File: config.mk
export PLATFORM = sky130hd
export DESIGN_NAME = pet_mem_top
export DESIGN_NICKNAME = d
export VERILOG_FILES = /design/src/design/common_pkg.sv /design/src/design/mcu_cmd_decoder.sv /design/src/design/bus_arbiter.sv /design/src/design/ram.sv /design/src/design/pet_mem_top.sv
export SDC_FILE = /design/constraint.sdc
export NUM_CORES = 1
export LEC_CHECK = 0
export ABC_AREA = 1
export BUFFER_PORTS_ARGS = -buffer_cell sky130_fd_sc_hd__buf_2
export CORE_UTILIZATION = 30
export DETAILED_ROUTE_END_ITERATION = 6
export HOLD_SLACK_MARGIN = 0.05
export REMOVE_ABC_BUFFERS = 1
export SLEW_MARGIN = 15
export SYNTH_ARGS = -nofsm -noshare
export SYNTH_HDL_FRONTEND = slang
export SYNTH_HIERARCHICAL = 1
export SYNTH_SLANG_ARGS = --single-unit
File: constraint.sdc
create_clock -name wb_clock_i -period 3.8 [get_ports wb_clock_i]
set_input_delay 0 -clock wb_clock_i [delete_from_list [all_inputs] [get_ports wb_clock_i]]
set_output_delay 0 -clock wb_clock_i [all_outputs]
set_load 0.01 [all_outputs]
File: src/design/common_pkg.sv
// Shared memory subsystem definitions
package common_pkg;

    // Bus and memory sizes
    localparam int DATA_WIDTH     = 8;
    localparam int RAM_ADDR_WIDTH = 17;
    localparam int WB_ADDR_WIDTH  = RAM_ADDR_WIDTH;

    // System clock period in ns (25 MHz)
    localparam int WB_CLOCK_NS = 40;

    // Round a delay in ns up to whole clock cycles
    function automatic int ns_to_cycles(input int ns);
        return (ns + WB_CLOCK_NS - 1) / WB_CLOCK_NS;
    endfunction

    // Cycles OE is held before read data is sampled (tAA = 55 ns)
    localparam int READ_HOLD_COUNT  = ns_to_cycles(55);
    // Cycles the WE pulse is extended (tWP = 45 ns)
    localparam int WRITE_HOLD_COUNT = ns_to_cycles(45);
    // Width of the SRAM controller's cycle counter
    localparam int RAM_COUNT_WIDTH  = 3;

    // SRAM controller states, one-hot
    localparam logic [3:0] RAM_READY   = 4'b0001;
    localparam logic [3:0] RAM_READING = 4'b0010;
    localparam logic [3:0] RAM_HIGHZ   = 4'b0100;
    localparam logic [3:0] RAM_WRITING = 4'b1000;

    // Arbiter slot states
    localparam logic [1:0] ARB_VIDEO = 2'd0;
    localparam logic [1:0] ARB_MCU   = 2'd1;
    localparam logic [1:0] ARB_BUS   = 2'd2;

    // Reserved bits between opcode and address in the command word
    localparam int CMD_RSVD_WIDTH = 32 - 2 - RAM_ADDR_WIDTH - DATA_WIDTH;

    typedef enum logic [1:0] {
        CMD_NOP   = 2'd0,
        CMD_READ  = 2'd1,
        CMD_WRITE = 2'd2
    } cmd_op_e;

    // Write view carries the data byte in the low field
    typedef struct packed {
        cmd_op_e                   op;
        logic [CMD_RSVD_WIDTH-1:0] rsvd;
        logic [RAM_ADDR_WIDTH-1:0] addr;
        logic [DATA_WIDTH-1:0]     data;
    } cmd_wr_t;

    // Read view leaves the low byte unused
    typedef struct packed {
        cmd_op_e                   op;
        logic [CMD_RSVD_WIDTH-1:0] rsvd;
        logic [RAM_ADDR_WIDTH-1:0] addr;
        logic [DATA_WIDTH-1:0]     rsvd_lo;
    } cmd_rd_t;

    typedef union packed {
        cmd_wr_t wr;
        cmd_rd_t rd;
    } mcu_cmd_u;

    // Decoder to arbiter request
    typedef struct packed {
        logic                      we;
        logic [RAM_ADDR_WIDTH-1:0] addr;
        logic [DATA_WIDTH-1:0]     wdata;
    } mem_req_t;

    // Arbiter to decoder read response
    typedef struct packed {
        logic [DATA_WIDTH-1:0] rdata;
    } mem_rsp_t;

endpackage

File: src/design/mcu_cmd_decoder.sv
// MCU command decoder
`timescale 1ns/1ps

module mcu_cmd_decoder (
    input  logic                              wb_clock_i,
    input  logic                              rst_i,
    // Command port from the serial bridge
    input  common_pkg::mcu_cmd_u              mcu_cmd_i,
    input  logic                              mcu_valid_i,
    output logic                              mcu_ready_o,
    output logic [common_pkg::DATA_WIDTH-1:0] mcu_rdata_o,
    output logic                              mcu_rdata_valid_o,
    // Request toward the arbiter
    output common_pkg::mem_req_t              req_o,
    output logic                              req_valid_o,
    input  logic                              req_ready_i,
    // Read response from the arbiter
    input  common_pkg::mem_rsp_t              rsp_i,
    input  logic                              rsp_valid_i
);
    import common_pkg::*;

    mcu_cmd_u cmd_q;
    cmd_op_e  new_op;
    logic     busy;
    logic     take_cmd;

    // Opcode of the incoming word, read through the read view
    assign new_op      = mcu_cmd_i.rd.op;
    assign mcu_ready_o = !busy;

    // NOPs and unknown opcodes are accepted but never issued
    assign take_cmd = mcu_valid_i && mcu_ready_o &&
                      (new_op == CMD_READ || new_op == CMD_WRITE);

    // Request fields come from the held command word
    assign req_o.we    = (cmd_q.wr.op == CMD_WRITE);
    assign req_o.addr  = cmd_q.rd.addr;
    assign req_o.wdata = cmd_q.wr.data;

    always_ff @(posedge wb_clock_i) begin
        if (rst_i) begin
            busy              <= 1'b0;
            req_valid_o       <= 1'b0;
            mcu_rdata_valid_o <= 1'b0;
        end else begin
            mcu_rdata_valid_o <= 1'b0;
            if (take_cmd) begin
                busy        <= 1'b1;
                req_valid_o <= 1'b1;
            end
            // Handoff to the arbiter
            if (req_valid_o && req_ready_i) begin
                req_valid_o <= 1'b0;
                // A write is finished once the arbiter owns it
                if (req_o.we) begin
                    busy <= 1'b0;
                end
            end
            // Read data back, command complete
            if (rsp_valid_i && busy) begin
                mcu_rdata_valid_o <= 1'b1;
                busy              <= 1'b0;
            end
        end
    end

    // Command word and read data
    always_ff @(posedge wb_clock_i) begin
        if (take_cmd) begin
            cmd_q <= mcu_cmd_i;
        end
        if (rsp_valid_i && busy) begin
            mcu_rdata_o <= rsp_i.rdata;
        end
    end

endmodule

File: src/design/bus_arbiter.sv
// Video and MCU bus arbiter
`timescale 1ns/1ps

module bus_arbiter (
    input  logic                                 wb_clock_i,
    input  logic                                 rst_i,
    // MCU request and response
    input  common_pkg::mem_req_t                 req_i,
    input  logic                                 req_valid_i,
    output logic                                 req_ready_o,
    output common_pkg::mem_rsp_t                 rsp_o,
    output logic                                 rsp_valid_o,
    // Video fetch port
    input  logic [common_pkg::RAM_ADDR_WIDTH-1:0] video_addr_i,
    output logic [common_pkg::DATA_WIDTH-1:0]     video_data_o,
    output logic                                 video_valid_o,
    // Wishbone B4 pipelined master
    output logic [common_pkg::WB_ADDR_WIDTH-1:0] wb_addr_o,
    output logic [common_pkg::DATA_WIDTH-1:0]    wb_data_o,
    output logic                                 wb_we_o,
    output logic                                 wb_cycle_o,
    output logic                                 wb_strobe_o,
    output logic                                 wb_sel_o,
    input  logic [common_pkg::DATA_WIDTH-1:0]    wb_data_i,
    input  logic                                 wb_stall_i,
    input  logic                                 wb_ack_i
);
    import common_pkg::*;

    logic [1:0] state;
    // Owner of the transfer in flight
    logic       owner_video;

    // MCU requests are taken only at the start of an MCU slot
    assign req_ready_o = (state == ARB_MCU);
    // Single peripheral, selected for the whole cycle
    assign wb_sel_o    = wb_cycle_o;

    always_ff @(posedge wb_clock_i) begin
        if (rst_i) begin
            state         <= ARB_VIDEO;
            owner_video   <= 1'b0;
            wb_cycle_o    <= 1'b0;
            wb_strobe_o   <= 1'b0;
            rsp_valid_o   <= 1'b0;
            video_valid_o <= 1'b0;
        end else begin
            rsp_valid_o   <= 1'b0;
            video_valid_o <= 1'b0;
            case (state)
                ARB_VIDEO: begin
                    // Video slot always issues a read
                    wb_cycle_o  <= 1'b1;
                    wb_strobe_o <= 1'b1;
                    owner_video <= 1'b1;
                    state       <= ARB_BUS;
                end
                ARB_MCU: begin
                    if (req_valid_i) begin
                        wb_cycle_o  <= 1'b1;
                        wb_strobe_o <= 1'b1;
                        owner_video <= 1'b0;
                        state       <= ARB_BUS;
                    end else begin
                        // Empty MCU slot, go straight to video
                        state <= ARB_VIDEO;
                    end
                end
                ARB_BUS: begin
                    // Strobe drops once the peripheral takes it
                    if (wb_strobe_o && !wb_stall_i) begin
                        wb_strobe_o <= 1'b0;
                    end
                    if (wb_ack_i) begin
                        wb_cycle_o  <= 1'b0;
                        wb_strobe_o <= 1'b0;
                        if (owner_video) begin
                            video_valid_o <= 1'b1;
                            state         <= ARB_MCU;
                        end else begin
                            // Writes complete without a response
                            rsp_valid_o <= !wb_we_o;
                            state       <= ARB_VIDEO;
                        end
                    end
                end
                default: begin
                    wb_cycle_o  <= 1'b0;
                    wb_strobe_o <= 1'b0;
                    state       <= ARB_VIDEO;
                end
            endcase
        end
    end

    // Bus payload and returned bytes
    always_ff @(posedge wb_clock_i) begin
        if (state == ARB_VIDEO) begin
            wb_addr_o <= video_addr_i;
            wb_we_o   <= 1'b0;
        end
        if (state == ARB_MCU && req_valid_i) begin
            wb_addr_o <= req_i.addr;
            wb_data_o <= req_i.wdata;
            wb_we_o   <= req_i.we;
        end
        if (state == ARB_BUS && wb_ack_i) begin
            if (owner_video) begin
                video_data_o <= wb_data_i;
            end else begin
                rsp_o.rdata <= wb_data_i;
            end
        end
    end

endmodule

File: src/design/ram.sv
// Asynchronous SRAM controller
`timescale 1ns/1ps

module ram (
    input  logic                                  wb_clock_i,
    input  logic                                  rst_i,
    // Wishbone B4 pipelined peripheral
    input  logic [common_pkg::WB_ADDR_WIDTH-1:0]  wb_addr_i,
    // Byte to write
    input  logic [common_pkg::DATA_WIDTH-1:0]     wb_data_i,
    // Byte read back, valid with ack
    output logic [common_pkg::DATA_WIDTH-1:0]     wb_data_o,
    // High for write, low for read
    input  logic                                  wb_we_i,
    input  logic                                  wb_cycle_i,
    input  logic                                  wb_strobe_i,
    output logic                                  wb_stall_o,
    output logic                                  wb_ack_o,
    input  logic                                  wb_sel_i,
    // SRAM pins
    output logic [common_pkg::RAM_ADDR_WIDTH-1:0] sram_addr_o,
    output logic                                  sram_oe_o,
    output logic                                  sram_we_o,
    input  logic [common_pkg::DATA_WIDTH-1:0]     sram_data_i,
    output logic [common_pkg::DATA_WIDTH-1:0]     sram_data_o,
    output logic                                  sram_data_oe_o
);
    import common_pkg::*;

    // Part timing, 55 ns device
    //   Read: address and OE rise together, data valid 55 ns later
    //   Data floats up to 20 ns after OE falls, hence the HIGHZ cycle
    //   Write: address, WE and data rise together, WE pulse at least 45 ns
    //   Address setup and data hold are zero, so WE may fall with ack

    logic [3:0]                 state;
    logic [RAM_COUNT_WIDTH-1:0] cycle_count;
    logic                       accept;
    logic                       read_done;
    logic                       write_done;

    // New transfer offered while idle
    assign accept     = wb_sel_i && wb_cycle_i && wb_strobe_i;
    // Sample point, READ_HOLD_COUNT+2 edges after acceptance
    assign read_done  = (cycle_count == RAM_COUNT_WIDTH'(READ_HOLD_COUNT + 1));
    // WE has then been high for WRITE_HOLD_COUNT+1 cycles
    assign write_done = (cycle_count == RAM_COUNT_WIDTH'(WRITE_HOLD_COUNT));

    // Drive the data pins only while writing
    assign sram_data_oe_o = sram_we_o;

    always_ff @(posedge wb_clock_i) begin
        if (rst_i) begin
            state       <= RAM_READY;
            cycle_count <= '0;
            wb_ack_o    <= 1'b0;
            wb_stall_o  <= 1'b0;
            sram_oe_o   <= 1'b0;
            sram_we_o   <= 1'b0;
        end else begin
            case (state)
                RAM_READY: begin
                    wb_ack_o   <= 1'b0;
                    wb_stall_o <= 1'b0;
                    sram_oe_o  <= 1'b0;
                    sram_we_o  <= 1'b0;
                    if (accept) begin
                        cycle_count <= '0;
                        // Busy until the transfer is done
                        wb_stall_o  <= 1'b1;
                        sram_oe_o   <= !wb_we_i;
                        sram_we_o   <= wb_we_i;
                        state       <= wb_we_i ? RAM_WRITING : RAM_READING;
                    end
                end
                RAM_READING: begin
                    if (read_done) begin
                        cycle_count <= '0;
                        wb_ack_o    <= 1'b1;
                        sram_oe_o   <= 1'b0;
                        state       <= RAM_HIGHZ;
                    end else begin
                        cycle_count <= cycle_count + 1'b1;
                    end
                end
                RAM_HIGHZ: begin
                    // Turnaround while the SRAM releases the bus
                    wb_ack_o   <= 1'b0;
                    wb_stall_o <= 1'b0;
                    state      <= RAM_READY;
                end
                RAM_WRITING: begin
                    if (write_done) begin
                        cycle_count <= '0;
                        wb_ack_o    <= 1'b1;
                        wb_stall_o  <= 1'b0;
                        sram_we_o   <= 1'b0;
                        state       <= RAM_READY;
                    end else begin
                        cycle_count <= cycle_count + 1'b1;
                    end
                end
                default: begin
                    wb_ack_o   <= 1'b0;
                    wb_stall_o <= 1'b0;
                    sram_oe_o  <= 1'b0;
                    sram_we_o  <= 1'b0;
                    state      <= RAM_READY;
                end
            endcase
        end
    end

    // Address, write data and read capture
    always_ff @(posedge wb_clock_i) begin
        if (state == RAM_READY && accept) begin
            sram_addr_o <= wb_addr_i[RAM_ADDR_WIDTH-1:0];
            sram_data_o <= wb_data_i;
        end
        // Sampled while OE is still high
        if (state == RAM_READING && read_done) begin
            wb_data_o <= sram_data_i;
        end
    end

endmodule

File: src/design/pet_mem_top.sv
// Shared SRAM access top level
`timescale 1ns/1ps

module pet_mem_top (
    input  logic                                  wb_clock_i,
    input  logic                                  rst_i,
    // MCU command port
    input  common_pkg::mcu_cmd_u                  mcu_cmd_i,
    input  logic                                  mcu_valid_i,
    output logic                                  mcu_ready_o,
    output logic [common_pkg::DATA_WIDTH-1:0]     mcu_rdata_o,
    output logic                                  mcu_rdata_valid_o,
    // Video fetch port
    input  logic [common_pkg::RAM_ADDR_WIDTH-1:0] video_addr_i,
    output logic [common_pkg::DATA_WIDTH-1:0]     video_data_o,
    output logic                                  video_valid_o,
    // SRAM pins
    output logic [common_pkg::RAM_ADDR_WIDTH-1:0] sram_addr_o,
    output logic                                  sram_oe_o,
    output logic                                  sram_we_o,
    input  logic [common_pkg::DATA_WIDTH-1:0]     sram_data_i,
    output logic [common_pkg::DATA_WIDTH-1:0]     sram_data_o,
    output logic                                  sram_data_oe_o
);
    import common_pkg::*;

    // Decoder to arbiter
    mem_req_t req;
    logic     req_valid;
    logic     req_ready;
    mem_rsp_t rsp;
    logic     rsp_valid;

    // Arbiter to SRAM controller
    logic [WB_ADDR_WIDTH-1:0] wb_addr;
    logic [DATA_WIDTH-1:0]    wb_wdata;
    logic [DATA_WIDTH-1:0]    wb_rdata;
    logic                     wb_we;
    logic                     wb_cycle;
    logic                     wb_strobe;
    logic                     wb_sel;
    logic                     wb_stall;
    logic                     wb_ack;

    mcu_cmd_decoder i_decoder (
        .wb_clock_i        (wb_clock_i),
        .rst_i             (rst_i),
        .mcu_cmd_i         (mcu_cmd_i),
        .mcu_valid_i       (mcu_valid_i),
        .mcu_ready_o       (mcu_ready_o),
        .mcu_rdata_o       (mcu_rdata_o),
        .mcu_rdata_valid_o (mcu_rdata_valid_o),
        .req_o             (req),
        .req_valid_o       (req_valid),
        .req_ready_i       (req_ready),
        .rsp_i             (rsp),
        .rsp_valid_i       (rsp_valid)
    );

    bus_arbiter i_arbiter (
        .wb_clock_i    (wb_clock_i),
        .rst_i         (rst_i),
        .req_i         (req),
        .req_valid_i   (req_valid),
        .req_ready_o   (req_ready),
        .rsp_o         (rsp),
        .rsp_valid_o   (rsp_valid),
        .video_addr_i  (video_addr_i),
        .video_data_o  (video_data_o),
        .video_valid_o (video_valid_o),
        .wb_addr_o     (wb_addr),
        .wb_data_o     (wb_wdata),
        .wb_we_o       (wb_we),
        .wb_cycle_o    (wb_cycle),
        .wb_strobe_o   (wb_strobe),
        .wb_sel_o      (wb_sel),
        .wb_data_i     (wb_rdata),
        .wb_stall_i    (wb_stall),
        .wb_ack_i      (wb_ack)
    );

    ram i_ram (
        .wb_clock_i     (wb_clock_i),
        .rst_i          (rst_i),
        .wb_addr_i      (wb_addr),
        .wb_data_i      (wb_wdata),
        .wb_data_o      (wb_rdata),
        .wb_we_i        (wb_we),
        .wb_cycle_i     (wb_cycle),
        .wb_strobe_i    (wb_strobe),
        .wb_stall_o     (wb_stall),
        .wb_ack_o       (wb_ack),
        .wb_sel_i       (wb_sel),
        .sram_addr_o    (sram_addr_o),
        .sram_oe_o      (sram_oe_o),
        .sram_we_o      (sram_we_o),
        .sram_data_i    (sram_data_i),
        .sram_data_o    (sram_data_o),
        .sram_data_oe_o (sram_data_oe_o)
    );

endmodule

**Word-level counts from Yosys, hierarchy flattened**

Index checks and enable logic that the tools add are counted.

- Register bits after elaboration: 136
- Bits of input ports: 60
- Output and inout bits: 47
- Word-level logic and storage cells: 124

- Add/subtract/negate cells: 1
- Eq/ne operators: 17
- Muxes and demuxes: 41
- Bitwise operators: 6
- Reduce and logical (&&, ||, !) cells: 34

Operator list:

| operator | number |
|---|---|
| $mux W17 | 2 |
| $mux W1 | 20 |
| $reduce_and A2 Y1 | 10 |
| $mux W4 | 4 |
| $pmux W1 S3 | 5 |
| $pmux W4 S3 | 1 |
| $logic_and A1 B1 Y1 | 9 |
| $mux W3 | 3 |
| $pmux W3 S3 | 1 |
| $ne A2 B1 Y1 const B | 4 |
| $reduce_or A2 Y1 | 4 |
| $eq A2 B2 Y1 const B | 3 |
| $eq A3 B2 Y1 const B | 2 |
| $not A1 Y1 | 6 |
| $pmux W2 S3 | 1 |
| $eq A2 B1 Y1 const B | 2 |
| $eq A4 B1 Y1 const B | 1 |
| $eq A4 B2 Y1 const B | 1 |
| $eq A4 B3 Y1 const B | 1 |
| $eq A4 B4 Y1 const B | 1 |
| $mux W2 | 2 |
| $pmux W1 S2 | 2 |
| $reduce_bool A2 Y1 | 2 |
| $reduce_or A4 Y1 | 1 |
| 9 further kinds | 11 |

**Depth between registers and ports, before layout**

Gate-level depths: netlist of the first run.

- Depth after elaboration: 6
- Depth in mapped cells: 8
- Depth with buffers taken out: 8

**Modules after synthesis**

The synthesis of the first run kept the hierarchy.

By module, submodules not included:

| module | instances | cells each | area an instance (um^2) | sequential area each (um^2) |
|---|---|---|---|---|
| bus_arbiter | 1 | 138 | 1,806.7 | 1,401.3 |
| ram | 1 | 129 | 1,631.6 | 1,211.2 |
| mcu_cmd_decoder | 1 | 86 | 1,403.8 | 1,111.1 |

**Worst setup path before layout of the first run**

Ideal clock, no wire load.

- Path type: flip-flop to flip-flop
- From: register i_ram.cycle_count[0]
- To: register i_ram/wb_data_o[0] (netlist bit), enable pin
- Setup time: 370 ps
- Arrival: 1,098 ps
- Data required time: 3,430 ps
- Path slack: 2,332 ps
- Stages on the path, launching flop included: 5
- Path buffers: 0
- Period minus slack after synthesis: 1,468 ps
- Path through: dfxtp_1 > ha_1 > ha_1 > inv_1 > nor2_1

- Longest elaborated chain between the ends: 2

Ends and longest elaborated chain:

| what | line | source |
|---|---|---|
| start: declaration | ram.sv:37 | `logic [RAM_COUNT_WIDTH-1:0] cycle_count;` |
| start signal: assignment | ram.sv:83 | `cycle_count <= cycle_count + 1'b1;` |
| start signal: assignment | ram.sv:100 | `cycle_count <= cycle_count + 1'b1;` |
| $eq A3 B2 Y1 | ram.sv:45 | `assign read_done = (cycle_count == RAM_COUNT_WIDTH'(READ_HOLD_COUNT + 1));` |
| $logic_and A1 B1 Y1 | ram.sv:121 | `if (state == RAM_READING && read_done) begin` |
| end signal: assignment | ram.sv:122 | `wb_data_o <= sram_data_i;` |
| end: declaration | ram.sv:12 | `output logic [common_pkg::DATA_WIDTH-1:0] wb_data_o,` |

Every way passes these cells.
A chain may end at the register's enable or synchronous reset.

**Worst setup path after layout of the first run**

- From: register i_decoder.busy
- To: register i_decoder/cmd_q[17] (netlist bit), enable pin

- Longest elaborated chain between the ends: 3

Ends and longest elaborated chain:

| what | line | source |
|---|---|---|
| start: declaration | mcu_cmd_decoder.sv:25 | `logic busy;` |
| start signal: assignment | mcu_cmd_decoder.sv:43 | `busy <= 1'b0;` |
| start signal: assignment | mcu_cmd_decoder.sv:49 | `busy <= 1'b1;` |
| start signal: assignment | mcu_cmd_decoder.sv:57 | `busy <= 1'b0;` |
| $logic_not A1 Y1 | mcu_cmd_decoder.sv:30 | `assign mcu_ready_o = !busy;` |
| $logic_and A1 B1 Y1 (2 in a row) | mcu_cmd_decoder.sv:33 | `assign take_cmd = mcu_valid_i && mcu_ready_o &&` |
| via i_decoder.take_cmd | mcu_cmd_decoder.sv:26 | `logic take_cmd;` |
| end signal: assignment | mcu_cmd_decoder.sv:71 | `cmd_q <= mcu_cmd_i;` |
| end: declaration | mcu_cmd_decoder.sv:23 | `mcu_cmd_u cmd_q;` |

The timed path passes the listed nets, and every way through them passes these cells.

==> impl_results.md, run 1 <==
- Status: finished, violations left
- Placed Cells: 639
- Layout Nets: 560
- IO buf count: 101
- Final setup fails: 0
- Slowest stage cell, crit path: clkinv_1
- Clock Latency Late Sink: 0.41 ns
- DRT antenna net count: 0
- Grt total ovfl: 0
- Worst setup EP type: flip-flop
- RSZ-0062 raised after global routing: no
- Top cells by count, synth: edfxtp_1, nand2_1, buf_4, inv_1, nor2_1
- Total wire length: 9200 um
- Switch share: 0.193
- Pwr dens: 524 mW/mm2
- Most used routing layer: met2
- DP Wirelength: 6060 um
- Count leader, synth: edfxtp_1
- Synth Register Bits: 131
- Layout Skew: 0.00388 ns
- Leakage power: 2.59 nW
- Dpl cell area: 0.00537 mm2
- DRC viols: 2
- Internal power: 2.76 mW
- Avg Inst Size Synth: 13.7 um2
- Post-CTS Setup Inserts: 0
- Synth Warn #: 6
- Crit share post-route: 0.503
- RR Endpoint: i_decoder/cmd_q[17]
- Core area: 0.0158 mm2
- Layout cells sized above 1: 0.309
- Ranking of synthesized cells by area: edfxtp_1, dfxtp_1, nand2_1
- Peak Freq: 0.524 GHz
- Slew headroom: 0.314
- Num CTS Buffers: 17
- Crit Path Max Fanout: 27
- Global Route met3 Usage: 0.0413
- Hold Crit Endpoint: i_decoder/cmd_q[23]
- Synth Cell Area: 0.00484 mm2
- FFs w/ async S/R, synth: 0
- Tightest Pin Transition: 1.02 ns
- Worst path top cell family by delay: buffers and inverters
- WP data required: 3.64 ns
- CTS H-tree depth: 4
- R2R depth: 3
- CP Launch Type: flip-flop
- Clock transition at path regs: 0.06 ns
- Row count: 46
- GRT Total Usage: 0.117
- Failing checks: design-rule violations
- Fin crit period: 1.91 ns
- Setup TNS: 0 ns
- Combinational cell fraction of total power: 0.038
- Primary FF master, synth: edfxtp_1
- Largest net degree at the start of global routing: 28
- Final worst setup slack: 1.89 ns
- First-pass GRT wire length: 14,300 um
- Register-to-register setup slack: 1.89 ns
- Arrival time worst endpoint: 1.75 ns
- Vias per cell: 4.03
- Switch Pwr: 661 uW
- R2r startpoint: i_decoder/busy
- Die area: 0.0167 mm2
- Die height: 129 um
- Finished Layout Cells: 724
- Netlist cell types: 23
- Sequential Power Share: 0.472
- Clk root buf: clkbuf_16
- Via Count: 2,917
- DP Worst Slack: 1.97 ns
- Clock Path Buffers: 2
- Cell taking the most area after synthesis: edfxtp_1
- GP Congestion: 0.847
- Hold crit path type: in2reg
- Clk pwr share: 0.490
- Clock sink count: 131
- Initial drt markers: 190
- Top Ports: 107
- Met1 Use GR: 0.121
- Vias in the first global route: 3,005
- # fillers: 1,458
- Max IR drop VDD: 273 uV
- Buf/Inv on CP: 1
- Min-Delay Startpoint: mcu_cmd_i[23]
- GR Util met2: 0.207
- Die X: 129 um
- Area delta synth->final: 34.8%
- CTS tree: done
- CP Cell Sequence: nor2_2 -> nand3_2 -> clkinv_1
- DRT Pass-1 Iters: 6
- DR WL/cell: 12.7 um
- Setup Crit Path Kind: reg2reg
- Starting density of the core: 0.306
- Initial antenna violation count: 0
- Max-cap violation count: 0
- Hold Fails Final Rpt: 0
- Pins Over Slew Limit: 0
- Top cell type's share of synthesized area: 0.682
- Syn Inst Count: 353
- Sequential-to-total area share from yosys stat: 0.769
- Final Power: 3.42 mW
- Post-synth EDFFs: 110
- Final Cell Area: 0.00653 mm2
- Hold Path Depth: 2
- Worst path max stage delay: 0.79 ns
- Ant. Diodes: 0
cells in the final DEF (no fill, tap or decap):
cell type      synthesis  final
a21oi_1               14     14
a21oi_2                1      1
buf_2                  0    101
bufinv_16              0      4
clkbuf_16              0     17
clkinv_1               0      2
clkinv_2               0      2
clkinv_4               0      2
clkinvlp_4             0      5
dfxtp_1               21     21
dlygate4sd3_1          0     54
edfxtp_1             110    110
ha_1                   4      4
inv_1                 27     26
inv_2                  6      6
nand2_1               78     78
nand2_2                6      6
nand3_1               10     10
nand3_2                3      3
nand4_1                1      1
nor2_1                24     24
nor2_2                 7      7
nor2_4                 2      2
nor3_1                 3      3
nor4_2                 1      1
o21ai_0                3      3
or2_0                  1      1
cell type report:
cell class,count,area (um2),area share
clock buffers,17,425,0.0652
multi-input cells,158,751,0.115
inverters,33,124,0.0190
clock inverters,14,189,0.0289
repair buffers,155,1050,0.160
well taps,216,270,0.0414
flip-flops and latches,131,3720,0.570
layer usage:
layer  share of wire  up-vias
met3           0.046       20
met1            0.40     1360
met2            0.53       84
met4           0.018        0
met5               0        -
li1                -     1453
timing repair:
action	4_1_cts	5_1_grt
hold endpoints to repair	69	0
gates resized for setup	0	0
hold buffers	54	0
power by group through the flow:
stage	Clock [mW]	Combinational [mW]	Sequential (mW)
6_report	1.68	0.129	1.61
5_1_grt	1.78	0.144	1.62
4_1_cts	1.72	0.131	1.61
3_5_place_dp	0	0.0867	1.64
3_3_place_gp	0	0.0847	1.64
2_1_floorplan	0	0.0370	1.64
registers in the layout (all words and copies together) (netlist names), 2 cells and up:
| name | flops |
|---|---|
| i_ram/cycle_count | 3 |
| i_arbiter/video_data_o | 8 |
| i_arbiter/wb_data_o | 8 |
| i_ram/sram_data_o | 8 |
| i_arbiter/state | 2 |
| i_decoder/mcu_rdata_o | 8 |
| i_ram/sram_addr_o | 17 |
| i_arbiter/rsp_o | 8 |
| i_decoder/cmd_q | 27 |
| i_ram/state | 4 |
| i_arbiter/wb_addr_o | 17 |
| i_ram/wb_data_o | 8 |
through the flow:
step	hold WS (ns)	utilization
2_1_floorplan	0.0691	-
3_5_place_dp	0.179	0.340
6_report	0.294	0.412
5_1_grt	0.281	0.412
4_1_cts	0.274	0.412
3_3_place_gp	0.178	0.340
worst reg2reg max path: cells and delay by family, from the launching register on:
family,cells,cell delay [ns]
and+or+nand+nor,2,0.14
buffers and inverters,1,0.79
DFF,1,0.39
worst max path at each step:
stage	start	endpoint	cells after the start
after floorplan	i_ram/cycle_count[0]	i_ram/wb_data_o[0]	4
after global placement	i_decoder/busy	i_decoder/cmd_q[7]	3
after detailed placement	i_decoder/busy	i_decoder/cmd_q[8]	3
after CTS	i_decoder/busy	i_decoder/cmd_q[5]	3
after global routing	i_decoder/busy	i_decoder/cmd_q[13]	3
final	i_decoder/busy	i_decoder/cmd_q[17]	3
kinds of logic after synthesis:
group	Yosys count	synth area share
and+or+nand+nor	136	0.125
DFF	131	0.769
buffers and inverters	64	0.0760
AOI/OAI and AO/OA	18	0.0194
adders and majority gates	4	0.0103
Power figures use the tool's default switching activity.
==> run 2, diff against run 1 <==
ABC_AREA = 0   (was 1)
clock period = 1.7 ns   (was 3.8 ns; I/O delays follow)
==> run 2 against run 1 <==
  * The flow now finishes without violations
  * Sequential power increased by 120%
  * Non-clock buffer count up 8
  * Critical endpoint is now i_ram/cycle_count[1]
  * Final area up 1.0%
  * Clock power rose by 130%
==> impl_results.md, run 2 <==
- Status: finished clean
- Die height: 129 um (-0.37%)
- CP Launch Type: flip-flop
- Max-cap violation count: 0 (unchanged)
- Syn Inst Count: 273 (-23%)
- R2r startpoint: i_ram/cycle_count[1]
- IO buf count: 101 (unchanged)
- Area delta synth->final: 37.2%
- Peak Freq: 0.621 GHz (+19%)
- Ant. Diodes: 0 (unchanged)
- Commonest cells after routing, fill and taps aside: edfxtp_1, buf_2, dlygate4sd3_1
- FFs w/ async S/R, synth: 0 (unchanged)
- Top cell type's share of synthesized area: 0.687 (+0.00515)
- Via Count: 2,643 (-9.4%)
- Leakage power: 2.54 nW (-1.8%)
- Die area: 0.0165 mm2 (-0.74%)
- Clock Latency Late Sink: 0.41 ns (about the same)
- Min-Delay Startpoint: mcu_valid_i
- Synth Warn #: 6 (unchanged)
- Max IR drop VDD: 667 uV (+140%)
- Hold Path Depth: 2 (unchanged)
- Ranking of synthesized cells by area: edfxtp_1, dfxtp_1, buf_4
- DP Worst Slack: 0.0298 ns (-1.94 ns)
- RSZ-0062 raised after global routing: no
- Netlist cell types: 43 (+87%)
- RR Endpoint: i_ram/cycle_count[1]
- Hold Crit Endpoint: i_decoder/cmd_q[10]
- Arrival time worst endpoint: 1.96 ns (+0.21 ns)
- Registers with the most flip-flops: i_decoder/cmd_q x27, i_arbiter/wb_addr_o x17, i_ram/sram_addr_o x17
- Max reg flops: 27 (unchanged)
- Total wire length: 8400 um (-8.7%)
- Final setup fails: 0 (unchanged)
- # fillers: 1,400 (-4.0%)
- DRC viols: 0 (-2)
- Placed Cells: 563 (-12%)
- Clock sink count: 131 (unchanged)
- Initial drt markers: 127 (-33%)
- Hold Fails Final Rpt: 0 (unchanged)
- Post-CTS Setup Inserts: 0 (unchanged)
- Layout cells sized above 1: 0.397 (+0.0877)
- Clk root buf: clkbuf_16
- Fin crit period: 1.61 ns (-0.298 ns)
- Count leader, synth: edfxtp_1
- Post-synth EDFFs: 110 (unchanged)
- Hold crit path type: in2reg
- Slew headroom: 0.703 (+0.389)
- Cell taking the most area after synthesis: edfxtp_1
- Core area: 0.0154 mm2 (-2.5%)
- Num CTS Buffers: 17 (unchanged)
- Largest net degree at the start of global routing: 30 (+7.1%)
- Row count: 45 (-2.2%)
- CTS H-tree depth: 4 (unchanged)
- WP data required: 2.05 ns (-1.59 ns)
- Pins Over Slew Limit: 0 (unchanged)
- Layout Skew: 0.00932 ns (+0.00543 ns)
- Die X: 129 um (-0.37%)
- Primary FF master, synth: edfxtp_1
- Starting density of the core: 0.312 (+0.00559)
- DRT antenna net count: 0 (unchanged)
- Initial antenna violation count: 0 (unchanged)
- Synth Register Bits: 131 (unchanged)
- Crit Path Max Fanout: 3 (-89%)
- Clock Path Buffers: 2 (unchanged)
- CTS tree: done
- Top reg by flops: i_decoder/cmd_q
- First-pass GRT wire length: 13,300 um (-6.7%)
- R2R depth: 6 (+3)
- Top Ports: 107 (unchanged)
- Final worst setup slack: 0.0887 ns (-1.80 ns)
- Vias in the first global route: 2,777 (-7.6%)
- DR WL/cell: 13.0 um (+2.2%)
- DP Wirelength: 5470 um (-9.7%)
- Clock transition at path regs: 0.06 ns (about the same)
- DRT Pass-1 Iters: 6 (unchanged)
- Vias per cell: 4.09 (+1.4%)
- Pwr dens: 1180 mW/mm2 (+120%)
- Worst setup EP type: flip-flop
- Tightest Pin Transition: 0.445 ns (-0.578 ns)
- GP Congestion: 0.721 (-15%)
- Avg Inst Size Synth: 17.6 um2 (+28%)
- Crit share post-route: 0.948 (+0.445)
- Register-to-register setup slack: 0.09 ns (-1.80 ns)
- Setup Crit Path Kind: reg2reg
- Finished Layout Cells: 647 (-11%)
- GRT Total Usage: 0.110 (-0.00742)
- Layout Nets: 488 (-13%)
- Most common cell after layout, fill and taps aside: edfxtp_1
- Hold Slack: 0.178 ns (-0.116 ns)
- Grt total ovfl: 0 (unchanged)
- Synth Cell Area: 0.00481 mm2 (-0.75%)
- Sequential-to-total area share from yosys stat: 0.775 (+0.00581)
- Top cells by count, synth: edfxtp_1, buf_4, dfxtp_1
## run 2: cells by family (layout without fill, tap and decap cells)
logic type / count (synthesis) / in the layout / synth area share
AOI/OAI and AO/OA: 26 / 26 / 0.0344
xor gates and xnor gates: 3 / 3 / 0.00547
adders and majority gates: 4 / 4 / 0.0104
buffers and inverters: 42 / 205 / 0.0609
DFF: 131 / 131 / 0.775
muxes: 17 / 17 / 0.0469
and+or+nand+nor: 50 / 50 / 0.0672
## run 2: how the worst max path moves through the flow
stage	start	endpoint	slack [ns]	cells after the start
3_3_place_gp	i_ram/cycle_count[1]	i_ram/cycle_count[0]	0.08	6
6_report	i_ram/cycle_count[1]	i_ram/cycle_count[1]	0.09	6
3_5_place_dp	i_ram/cycle_count[1]	i_ram/cycle_count[1]	0.03	6
2_1_floorplan	i_decoder/req_valid_o	i_arbiter/wb_addr_o[0]	-0.16	2
4_1_cts	i_ram/cycle_count[1]	i_ram/cycle_count[1]	0.01	6
5_1_grt	i_ram/cycle_count[1]	i_ram/cycle_count[1]	0.01	6
## run 2: area by class of cell
type / count / area, um2 / share of cell area
Clock inverter: 14 / 210 / 0.0319
Inverter: 11 / 41.3 / 0.00626
Timing Repair Buffer: 163 / 1130 / 0.171
Clock buffer: 17 / 425 / 0.0645
Sequential cell: 131 / 3720 / 0.565
Tap cell: 211 / 264 / 0.0400
Multi-Input combinational cell: 100 / 801 / 0.121
## run 2: power by group
group | switching [mW] | internal (mW) | leakage (nW) | total, mW
combinational | 0.109 | 0.178 | 1.05 | 0.287
sequential | 0.0287 | 3.54 | 1.18 | 3.57
clock | 1.32 | 2.59 | 0.305 | 3.90
total | 1.45 | 6.31 | 2.54 | 7.76
## run 2: metrics by stage
stage                     area, um2  setup TNS [ns]  total power [mW]  utilization
after global placement         5420               0              3.83        0.351
after global routing           6590               0              8.02        0.427
final                          6590               0              7.76        0.427
after floorplan                4550           -7.21              3.72            -
after CTS                      6590               0              7.88        0.427
after detailed placement       5420               0              3.83        0.351
## run 2: critical path, stage by stage (launching register included)
cell,delay (ns)
dfxtp_1,0.33
ha_1,0.20
ha_2,0.20
nor3b_2,0.19
a21oi_1,0.06
or4_4,0.44
o21ai_2,0.12
## run 2: routing by layer
layer  part of all wire  vias to the layer above  GRT usage
li1                   -                     1295          -
met1               0.42                     1271      0.119
met2               0.52                       60      0.188
met3              0.037                       17     0.0399
met4              0.026                        0     0.0602
met5                  0                        -          0
## run 2: timing repair
| item | 4_1_cts | 5_1_grt |
|---|---|---|
| endpoints found under the hold margin | 63 | 0 |
| setup endpoints to repair | 0 | 2 |
| hold buffers | 53 | 0 |
| resized for setup | 0 | 2 |
